--- config.mk ---
export PLATFORM = sky130hd
export DESIGN_NAME = radioContainer
export DESIGN_NICKNAME = d
export VERILOG_FILES = /design/src/common/radioPkg.sv /design/src/rtl/radioContainer.sv /design/src/rxPath/portFifo.sv /design/src/rxPath/decimator.sv /design/src/tone/toneGenerator.sv /design/src/rtl/registerBus.sv
export VERILOG_INCLUDE_DIRS = /design/src /design/src/common
export SDC_FILE = /design/constraint.sdc
export NUM_CORES = 2
export LEC_CHECK = 0
export CORE_MARGIN = 5
export CORE_UTILIZATION = 40
export CTS_CLUSTER_SIZE = 14
export DETAILED_ROUTE_END_ITERATION = 10
export DONT_BUFFER_PORTS = 1
export PLACE_DENSITY_LB_ADDON = 0.05
export SKIP_LAST_GASP = 1
export SLEW_MARGIN = 20
export SYNTH_ARGS = -nofsm -noshare
export SYNTH_HDL_FRONTEND = slang
export SYNTH_HIERARCHICAL = 1
export SYNTH_SLANG_ARGS = --single-unit
--- constraint.sdc ---
create_clock -name clock -period 11 [get_ports clock]
set_input_delay 0 -clock clock [delete_from_list [all_inputs] [get_ports clock]]
set_output_delay 0 -clock clock [all_outputs]
set_load 0.005 [all_outputs]
--- src/common/radio_settings.svh ---
`ifndef RADIO_SETTINGS_SVH
`define RADIO_SETTINGS_SVH

// Identity words returned by the read-only registers
`define IDENTIFIER 16'hA5D1
`define VERSION 16'h0103

// Standard registers
`define REG_ID_LO 8'h00
`define REG_ID_HI 8'h01
`define REG_VERSION_LO 8'h02
`define REG_VERSION_HI 8'h03
`define REG_RF_SELECT 8'h04		// 6 switch bits

// Transmit tone channel
`define REG_TONE_CTRL 8'h10		// bit0 enable, bit1 clear
`define REG_TONE_STEP0 8'h11		// Phase step, little-endian bytes
`define REG_TONE_STEP1 8'h12
`define REG_TONE_STEP2 8'h13
`define REG_TONE_STEP3 8'h14

// Receive channel
`define REG_RX_CTRL 8'h20		// bit0 enable, bit1 clear
`define REG_RX_RATE 8'h21		// Samples per sum, 0 acts as 1
`define REG_RX_STATUS 8'h22		// bit0 overflow, bit1 full, bit2 empty

// Datapath widths
`define SAMPLE_WIDTH 12
`define SUM_WIDTH 16
`define PHASE_WIDTH 32
`define ANGLE_WIDTH 12		// 1024 is pi/2
`define RATE_WIDTH 5
`define CREDIT_WIDTH 8

`define CORDIC_STAGES 12
`define TONE_AMPLITUDE 600		// Times CORDIC gain ~1.647 stays inside 12 bits
`define PORT_DEPTH 16
`define PORT_CREDITS 4

`endif
--- src/common/radioPkg.sv ---
`include "radio_settings.svh"

package radioPkg;

	// Host register bus, one access per strobe
	typedef struct packed {
		logic [7:0] address;
		logic write;		// Write strobe
		logic read;			// Read strobe
		logic [7:0] writeData;
	} regBus_t;

	// Complex baseband sample, Q in the upper half
	typedef struct packed {
		logic signed [`SAMPLE_WIDTH-1:0] q;
		logic signed [`SAMPLE_WIDTH-1:0] i;
	} iqSample_t;

	// Decimated sum word sent to the host port
	typedef struct packed {
		logic signed [`SUM_WIDTH-1:0] q;
		logic signed [`SUM_WIDTH-1:0] i;
	} portWord_t;

	typedef struct packed {
		logic enable;
		logic clear;						// Empties pipeline and zeroes phase
		logic [`PHASE_WIDTH-1:0] step;	// Phase increment per sample
	} toneControl_t;

	typedef struct packed {
		logic enable;
		logic clear;					// Drops partial sum and FIFO contents
		logic [`RATE_WIDTH-1:0] rate;	// 1 to 16
	} rxControl_t;

	// atan(2^-i) with 1024 standing for pi/2
	localparam logic signed [`ANGLE_WIDTH-1:0] cordicAtanTable [0:`CORDIC_STAGES-1] = '{
		12'sd512,	// 45 degrees
		12'sd302,
		12'sd160,
		12'sd81,
		12'sd41,
		12'sd20,
		12'sd10,
		12'sd5,
		12'sd3,
		12'sd1,
		12'sd1,
		12'sd0		// Below one angle step
	};

endpackage

--- src/rtl/radioContainer.sv ---
`timescale 1ns/1ps

module radioContainer import radioPkg::*;
(
	input logic clock,
	input logic reset,
	// Host register bus
	input regBus_t regBus,
	output logic [7:0] readData,
	output logic readValid,
	output logic [5:0] rfSelect,		// RF switch lines
	output logic [3:0] ledSelect,		// {portFull, portEmpty, rx enable, tone enable}
	// Transmit tone
	input logic txStrobe,
	output iqSample_t txIq,
	output logic txValid,
	// Receive samples in
	input logic rxStrobe,
	input iqSample_t rxIq,
	// Host port, credit flow
	output portWord_t portData,
	output logic portValid,
	input logic portCredit
);
	toneControl_t toneControl;
	rxControl_t rxControl;
	portWord_t sumWord;
	logic sumValid;
	logic [2:0] fifoStatus;		// {empty, full, overflow}

	assign ledSelect = {fifoStatus[1], fifoStatus[2], rxControl.enable, toneControl.enable};

	registerBus registerBus_inst (
		.clock(clock),
		.reset(reset),
		.regBus(regBus),
		.readData(readData),
		.readValid(readValid),
		.toneControl(toneControl),
		.rxControl(rxControl),
		.rfSelect(rfSelect),
		.fifoStatus(fifoStatus)
	);

	toneGenerator toneGenerator_inst (
		.clock(clock),
		.reset(reset),
		.toneControl(toneControl),
		.txStrobe(txStrobe),
		.txIq(txIq),
		.txValid(txValid)
	);

	decimator decimator_inst (
		.clock(clock),
		.reset(reset),
		.rxControl(rxControl),
		.rxStrobe(rxStrobe),
		.rxIq(rxIq),
		.sumWord(sumWord),
		.sumValid(sumValid)
	);

	portFifo portFifo_inst (
		.clock(clock),
		.reset(reset),
		.rxControl(rxControl),
		.sumWord(sumWord),
		.sumValid(sumValid),
		.portData(portData),
		.portValid(portValid),
		.portCredit(portCredit),
		.fifoStatus(fifoStatus)
	);

endmodule

--- src/rxPath/portFifo.sv ---
`timescale 1ns/1ps
`include "radio_settings.svh"

module portFifo import radioPkg::*;
(
	input logic clock,
	input logic reset,
	input rxControl_t rxControl,
	input portWord_t sumWord,
	input logic sumValid,
	output portWord_t portData,
	output logic portValid,		// One pulse per word sent
	input logic portCredit,		// Host frees one word slot
	output logic [2:0] fifoStatus		// {empty, full, overflow}
);
	localparam int DEPTH = `PORT_DEPTH;
	localparam int PTRW = $clog2(DEPTH);
	localparam int CW = `CREDIT_WIDTH;

	portWord_t storage [0:DEPTH-1];
	logic [PTRW:0] writePtr;		// Extra bit tells full from empty
	logic [PTRW:0] readPtr;
	logic [CW-1:0] credits;
	logic full;
	logic empty;
	logic overflow;
	logic pushWord;
	logic sendWord;

	assign empty = writePtr == readPtr;
	assign full = (writePtr[PTRW-1:0] == readPtr[PTRW-1:0]) && (writePtr[PTRW] != readPtr[PTRW]);
	assign pushWord = sumValid && !full && !rxControl.clear;
	assign sendWord = !empty && (credits != '0) && !rxControl.clear;	// Needs a credit
	assign fifoStatus = {empty, full, overflow};

	always_ff @(posedge clock)
	begin
		if (pushWord)
			storage[writePtr[PTRW-1:0]] <= sumWord;
	end

	always_ff @(posedge clock)
	begin
		if (reset)
		begin
			writePtr <= '0;
			readPtr <= '0;
			overflow <= 1'b0;
			portValid <= 1'b0;
			credits <= CW'(`PORT_CREDITS);
		end
		else
		begin
			portValid <= sendWord;
			// Credits survive rx clear
			credits <= credits + CW'(portCredit) - CW'(sendWord);
			if (rxControl.clear)
			begin
				writePtr <= '0;
				readPtr <= '0;
				overflow <= 1'b0;		// Sticky until cleared
			end
			else
			begin
				if (pushWord)
					writePtr <= writePtr + 1'b1;
				if (sendWord)
					readPtr <= readPtr + 1'b1;
				if (sumValid && full)
					overflow <= 1'b1;		// Word dropped
			end
		end
	end

	always_ff @(posedge clock)
	begin
		if (sendWord)
			portData <= storage[readPtr[PTRW-1:0]];
	end

endmodule

--- src/rxPath/decimator.sv ---
`timescale 1ns/1ps
`include "radio_settings.svh"

module decimator import radioPkg::*;
(
	input logic clock,
	input logic reset,
	input rxControl_t rxControl,
	input logic rxStrobe,
	input iqSample_t rxIq,
	output portWord_t sumWord,
	output logic sumValid		// One pulse per completed sum
);
	localparam int SUMW = `SUM_WIDTH;
	localparam int SW = `SAMPLE_WIDTH;

	logic signed [SUMW-1:0] sumI;
	logic signed [SUMW-1:0] sumQ;
	logic signed [SUMW-1:0] nextI;
	logic signed [SUMW-1:0] nextQ;
	logic [`RATE_WIDTH-1:0] sampleCount;		// Samples already in the sum
	logic [`RATE_WIDTH-1:0] effectiveRate;
	logic takeSample;
	logic lastSample;

	assign effectiveRate = (rxControl.rate == '0) ? `RATE_WIDTH'(1) : rxControl.rate;
	assign takeSample = rxStrobe && rxControl.enable;
	assign lastSample = sampleCount == effectiveRate - 1'b1;

	// Sign extend, 16 samples of 12 bits fit in 16
	assign nextI = sumI + {{(SUMW - SW){rxIq.i[SW-1]}}, rxIq.i};
	assign nextQ = sumQ + {{(SUMW - SW){rxIq.q[SW-1]}}, rxIq.q};

	always_ff @(posedge clock)
	begin
		if (reset || rxControl.clear)
		begin
			sumI <= '0;
			sumQ <= '0;
			sampleCount <= '0;
			sumValid <= 1'b0;
		end
		else
		begin
			sumValid <= takeSample && lastSample;
			if (takeSample && lastSample)
			begin
				sumI <= '0;		// Dump and start next group
				sumQ <= '0;
				sampleCount <= '0;
			end
			else if (takeSample)
			begin
				sumI <= nextI;
				sumQ <= nextQ;
				sampleCount <= sampleCount + 1'b1;
			end
		end
	end

	always_ff @(posedge clock)
	begin
		if (takeSample && lastSample)
		begin
			sumWord.i <= nextI;		// Includes the rate-th sample
			sumWord.q <= nextQ;
		end
	end

endmodule

--- src/tone/toneGenerator.sv ---
`timescale 1ns/1ps
`include "radio_settings.svh"

module toneGenerator import radioPkg::*;
(
	input logic clock,
	input logic reset,
	input toneControl_t toneControl,
	input logic txStrobe,		// One pulse per output sample
	output iqSample_t txIq,
	output logic txValid		// CORDIC_STAGES+2 cycles after its strobe
);
	localparam int STAGES = `CORDIC_STAGES;
	localparam int PW = `PHASE_WIDTH;
	localparam int AW = `ANGLE_WIDTH;
	localparam int SW = `SAMPLE_WIDTH;
	localparam logic signed [SW-1:0] AMPLITUDE = SW'(`TONE_AMPLITUDE);
	localparam logic signed [AW-1:0] QUARTER_TURN = AW'(1 << (AW - 2));	// pi/2

	logic [PW-1:0] phase;
	logic takeSample;
	logic [1:0] quadrant;
	logic signed [AW-1:0] angle;

	// Stage 0 holds the folded vector, stage n the result of iteration n-1
	logic signed [SW-1:0] xPipe [0:STAGES];
	logic signed [SW-1:0] yPipe [0:STAGES];
	logic signed [AW-1:0] aPipe [0:STAGES-1];	// Last residual angle is not needed
	logic [STAGES:0] validPipe;

	assign takeSample = txStrobe && toneControl.enable && !toneControl.clear;
	assign quadrant = phase[PW-1 -: 2];
	assign angle = phase[PW-1 -: AW];		// Top bits, full turn is 4096

	// Phase accumulator, sample uses current phase then steps
	always_ff @(posedge clock)
	begin
		if (reset || toneControl.clear)
			phase <= '0;
		else if (takeSample)
			phase <= phase + toneControl.step;
	end

	always_ff @(posedge clock)
	begin
		// Quadrant fold keeps the CORDIC angle within +-pi/2
		case (quadrant)
			2'b01:		// pi/2 to pi, pre-rotate by +pi/2
			begin
				xPipe[0] <= -AMPLITUDE;
				yPipe[0] <= AMPLITUDE;
				aPipe[0] <= angle - QUARTER_TURN;
			end
			2'b10:		// -pi to -pi/2, pre-rotate by -pi/2
			begin
				xPipe[0] <= AMPLITUDE;
				yPipe[0] <= -AMPLITUDE;
				aPipe[0] <= angle + QUARTER_TURN;
			end
			default:	// Already within +-pi/2
			begin
				xPipe[0] <= AMPLITUDE;
				yPipe[0] <= AMPLITUDE;
				aPipe[0] <= angle;
			end
		endcase

		// Shift-and-add iterations, direction set by sign of residual angle
		for (int stage = 0; stage < STAGES; stage++)
		begin
			if (aPipe[stage][AW-1])
			begin
				xPipe[stage+1] <= xPipe[stage] + (yPipe[stage] >>> stage);	// Clockwise
				yPipe[stage+1] <= yPipe[stage] - (xPipe[stage] >>> stage);
			end
			else
			begin
				xPipe[stage+1] <= xPipe[stage] - (yPipe[stage] >>> stage);
				yPipe[stage+1] <= yPipe[stage] + (xPipe[stage] >>> stage);
			end
		end

		for (int stage = 0; stage < STAGES - 1; stage++)
		begin
			if (aPipe[stage][AW-1])
				aPipe[stage+1] <= aPipe[stage] + cordicAtanTable[stage];
			else
				aPipe[stage+1] <= aPipe[stage] - cordicAtanTable[stage];
		end
	end

	// Valid travels alongside the data, clear flushes everything in flight
	always_ff @(posedge clock)
	begin
		if (reset || toneControl.clear)
		begin
			validPipe <= '0;
			txValid <= 1'b0;
		end
		else
		begin
			validPipe <= {validPipe[STAGES-1:0], takeSample};
			txValid <= validPipe[STAGES];
		end
	end

	// Output register, I is the cosine leg
	always_ff @(posedge clock)
	begin
		txIq.i <= xPipe[STAGES];
		txIq.q <= yPipe[STAGES];
	end

endmodule

--- src/rtl/registerBus.sv ---
`timescale 1ns/1ps
`include "radio_settings.svh"

module registerBus import radioPkg::*;
(
	input logic clock,
	input logic reset,
	input regBus_t regBus,
	output logic [7:0] readData,
	output logic readValid,
	output toneControl_t toneControl,
	output rxControl_t rxControl,
	output logic [5:0] rfSelect,
	input logic [2:0] fifoStatus		// {empty, full, overflow}
);
	localparam logic [15:0] ID_WORD = `IDENTIFIER;
	localparam logic [15:0] VERSION_WORD = `VERSION;

	logic [7:0] toneCtrlReg;		// Whole byte kept so it reads back as written
	logic [7:0] rxCtrlReg;
	logic [3:0][7:0] toneStep;		// Byte 0 is the low byte
	logic [`RATE_WIDTH-1:0] rxRate;
	logic [7:0] readMux;

	// Writes land on the edge that samples the strobe
	always_ff @(posedge clock)
	begin
		if (reset)
		begin
			rfSelect <= '0;
			toneCtrlReg <= '0;
			rxCtrlReg <= '0;
			toneStep <= '0;
			rxRate <= '0;
		end
		else if (regBus.write)
		begin
			case (regBus.address)
				`REG_RF_SELECT: rfSelect <= regBus.writeData[5:0];
				`REG_TONE_CTRL: toneCtrlReg <= regBus.writeData;
				`REG_TONE_STEP0: toneStep[0] <= regBus.writeData;
				`REG_TONE_STEP1: toneStep[1] <= regBus.writeData;
				`REG_TONE_STEP2: toneStep[2] <= regBus.writeData;
				`REG_TONE_STEP3: toneStep[3] <= regBus.writeData;
				`REG_RX_CTRL: rxCtrlReg <= regBus.writeData;
				`REG_RX_RATE: rxRate <= regBus.writeData[`RATE_WIDTH-1:0];
				default: ;		// Read-only or unmapped
			endcase
		end
	end

	always_comb
	begin
		case (regBus.address)
			`REG_ID_LO: readMux = ID_WORD[7:0];
			`REG_ID_HI: readMux = ID_WORD[15:8];
			`REG_VERSION_LO: readMux = VERSION_WORD[7:0];
			`REG_VERSION_HI: readMux = VERSION_WORD[15:8];
			`REG_RF_SELECT: readMux = {2'b00, rfSelect};
			`REG_TONE_CTRL: readMux = toneCtrlReg;
			`REG_TONE_STEP0: readMux = toneStep[0];
			`REG_TONE_STEP1: readMux = toneStep[1];
			`REG_TONE_STEP2: readMux = toneStep[2];
			`REG_TONE_STEP3: readMux = toneStep[3];
			`REG_RX_CTRL: readMux = rxCtrlReg;
			`REG_RX_RATE: readMux = {{(8 - `RATE_WIDTH){1'b0}}, rxRate};
			`REG_RX_STATUS: readMux = {5'b00000, fifoStatus};
			default: readMux = 8'h00;		// Unmapped reads zero
		endcase
	end

	// Read data comes back one cycle after the strobe
	always_ff @(posedge clock)
	begin
		if (reset)
			readValid <= 1'b0;
		else
			readValid <= regBus.read;
	end

	always_ff @(posedge clock)
	begin
		if (regBus.read)
			readData <= readMux;
	end

	assign toneControl = '{enable: toneCtrlReg[0], clear: toneCtrlReg[1], step: toneStep};
	assign rxControl = '{enable: rxCtrlReg[0], clear: rxCtrlReg[1], rate: rxRate};

endmodule

==> flow_summary.json <==
{
  "outcome": "complete, no violations",
  "clock_sinks": 1181,
  "synth-seq-cells": 1181,
  "critPathArrivalTime_ns": 4.75,
  "dp_hpwl_um": 85400,
  "critPathCaptureType": "register",
  "finalSetupTns_ns": 0,
  "antenna_found_initial": 12,
  "fp-row-count": 139,
  "cp-start-kind": "register",
  "root_buffer": "clkbuf_16",
  "synth_area_per_cell_um2": 11.8,
  "drt_iter0_drc": 1930,
  "dieArea_um2": 151000,
  "overflow": 0,
  "portBuffers": 0,
  "maxCapViolations": 0,
  "grt.met3_usage_pct": 3.14,
  "crit_type": "reg -> reg",
  "vias": 35800,
  "fmax_mhz": 242,
  "synth-seq-area-share_pct": 51.4,
  "drc_errors": 0,
  "routabilityCongestion": 0.799,
  "crit_fanout": 67,
  "slew_violations": 0,
  "fin_total_pwr_uw": 17700,
  "crit_required_ns": 11.61,
  "die-width_um": 389,
  "p_leak_uw": 0.0251,
  "postSynthCellCount": 4844,
  "syn-num-nets": 5380,
  "antenna_left": 0,
  "clkSlewWorstSetupHoldPaths_ns": 0.05,
  "clockBufferDepth": 3,
  "synth_edf_count": 584,
  "rsz0062_at_grt": "false",
  "grt_use_met1_pct": 24.0,
  "hold_viol_final": 0,
  "final_cell_mix": "dfxtp_1, edfxtp_1, ha_1, a21oi_1, nor2_1",
  "grt_pass1_wl_um": 206000,
  "hp-class": "in -> reg",
  "p_per_area_nw_per_um2": 274,
  "synth_area_um2": 57400,
  "core_area_um2": 143000,
  "wire_per_inst_um": 18.4,
  "clock_latency_ns": 0.74,
  "ys_async_sr_fraction_pct": 0,
  "grt_max_degree": 76,
  "busiest_layer": "met2",
  "postLayoutCoreUtil_pct": 45.3,
  "routed_wl_um": 128000,
  "routed_via_density": 5.13,
  "ys_top_cells_by_area": "edfxtp_1, dfxtp_1, ha_1",
  "worstSetupStartpoint": "portFifo_inst/readPtr[3]",
  "r2r_cells": 14,
  "hp-start": "rxIq[1]",
  "drive_above_1_share_pct": 9.05,
  "h-tree-depth": 4,
  "worstReg2RegEnd": "portFifo_inst/credits[6]",
  "track_usage_pct": 17.0,
  "cts_tree": "yes",
  "met2_usage_pct": 27.0,
  "tightestPinTransition_ns": 1.03,
  "min_period_ns": 4.14,
  "netlist.area_leader.share_pct": 30.6,
  "peakVddDrop_mv": 0.186,
  "ys_warn_count": 6,
  "slew-limit-headroom_pct": 30.8,
  "areaGrowthSynthToFinish_pct": 12.9,
  "drt_first_pass_iters": 5,
  "holdPathEnd": "decimator_inst/sumI[7]",
  "rrSetupSlack_ns": 6.86,
  "cts-buffers-inserted": 137,
  "grt_pass1_vias": 36200,
  "finalSetupViolations": 0,
  "initial_core_util_pct": 40.1,
  "hold-path-cell-count": 6,
  "reg2reg_from": "portFifo_inst/readPtr[3]",
  "die_h_um": 389,
  "yosys.area.top_type": "edfxtp_1",
  "synthDistinctLibCells": 103,
  "synthFlopType": "dfxtp_1",
  "final_common_cell": "dfxtp_1",
  "fin_crit_sh_pct": 37.6,
  "finalNetCount": 5501,
  "finClkSkew_ns": 0.0327,
  "ios": 124
}
## how the worst max path moves through the flow
stage                     cells after the start                       end
after floorplan                              12  portFifo_inst/credits[7]
after global placement                       14  portFifo_inst/credits[6]
after detailed placement                     14  portFifo_inst/credits[6]
after CTS                                    14  portFifo_inst/credits[6]
after global routing                         14  portFifo_inst/credits[6]
final                                        14  portFifo_inst/credits[6]
## repair_timing
item | 4_1_cts | 5_1_grt
gates resized for setup | 0 | 0
hold buffers | 87 | 0
buffers inserted | 0 | 0
endpoints found under the setup margin | 0 | 0
endpoints found under the hold margin | 212 | 0
## cell type report
cell class / instances / area (µm²)
repair buffers: 125 / 1180
clock inverters: 48 / 553
diodes: 6 / 15.0
fillers: 13100 / 78400
inverters: 253 / 950
multi-input cells: 3267 / 26400
clock buffers: 198 / 3840
flip-flops and latches: 1181 / 29500
well taps: 1903 / 2380
## routing by layer
layer	vias to the layer above	share of wire (%)
met5	-	0.056
met4	12	2.2
met3	186	4.2
met2	504	45
met1	17100	48
li1	18000	-
## report_power, final
part           switching [µW]  leakage, µW  internal (µW)
clock                    1810      0.00213           2580
combinational            3930       0.0128           3510
sequential                506       0.0102           5410
total                    6240       0.0251          11500
## cell families after synthesis
group	Yosys count	share of synthesized area [%]
AND/OR/NAND/NOR	1084	9.29
flip-flops	1181	51.4
AO/OA/AOI/OAI	995	11.1
buffers and inverters	396	2.87
multiplexers	278	7.75
adder cells (fa/ha/maj)	489	11.2
XOR/XNOR	421	6.43
## cell usage after synthesis, types with 28 or more instances
cell type,count
mux2i_1,127
a211oi_1,63
o21bai_1,37
edfxtp_1,584
a21o_1,89
mux4_2,131
nand4_1,32
clkbuf_1,89
a31oi_1,28
nand2_1,272
nand2b_1,44
inv_1,253
xor2_1,156
o211ai_1,28
ha_1,451
fa_1,38
nand3_1,54
a21oi_1,395
nor2b_1,77
nor3_1,97
xnor2_1,265
o21ai_0,158
o21a_1,45
dfxtp_1,597
nor2_1,333
and3_1,30
## critical path, cell delays in order (launching register included)
cell	delay, ns
dfxtp_4	1.01
xor2_1	0.23
nor4_4	0.58
and2_1	0.41
nor3_2	0.12
ha_1	0.30
inv_1	0.06
ha_1	0.15
inv_1	0.05
fa_1	0.39
nand2b_1	0.16
a21oi_1	0.17
o21ai_0	0.14
nand4_1	0.12
o211ai_1	0.09
## registers in the layout, summed over array words and instances, names as in the netlist, 5 cells and up
register,cells
portFifo_inst/credits,8
registerBus_inst/rfSelect,6
registerBus_inst/toneCtrlReg,8
toneGenerator_inst/yPipe,138
toneGenerator_inst/aPipe,133
portFifo_inst/writePtr,5
toneGenerator_inst/phase,32
registerBus_inst/toneControl,32
decimator_inst/sumWord,32
portFifo_inst/storage,512
toneGenerator_inst/txIq,24
registerBus_inst/rxCtrlReg,8
decimator_inst/sampleCount,5
portFifo_inst/portData,32
decimator_inst/sumI,16
toneGenerator_inst/validPipe,13
registerBus_inst/rxRate,5
portFifo_inst/readPtr,5
toneGenerator_inst/xPipe,138
decimator_inst/sumQ,16
registerBus_inst/readData,8
## through the flow
| step | hold slack (ns) | cells | setup slack [ns] | area, µm² |
|---|---|---|---|---|
| global placement | 0.0756 | 6642 | 6.87 | 59500 |
| CTS | 0.00285 | 6975 | 6.82 | 64800 |
| detailed placement | 0.0794 | 6642 | 6.84 | 59500 |
| floorplan | 0.0768 | 4844 | 5.81 | 57400 |
| global route | 0.0736 | 6977 | 6.55 | 64800 |
| finish | 0.0749 | 6981 | 6.86 | 64800 |
(Power assumes the default switching activity.)
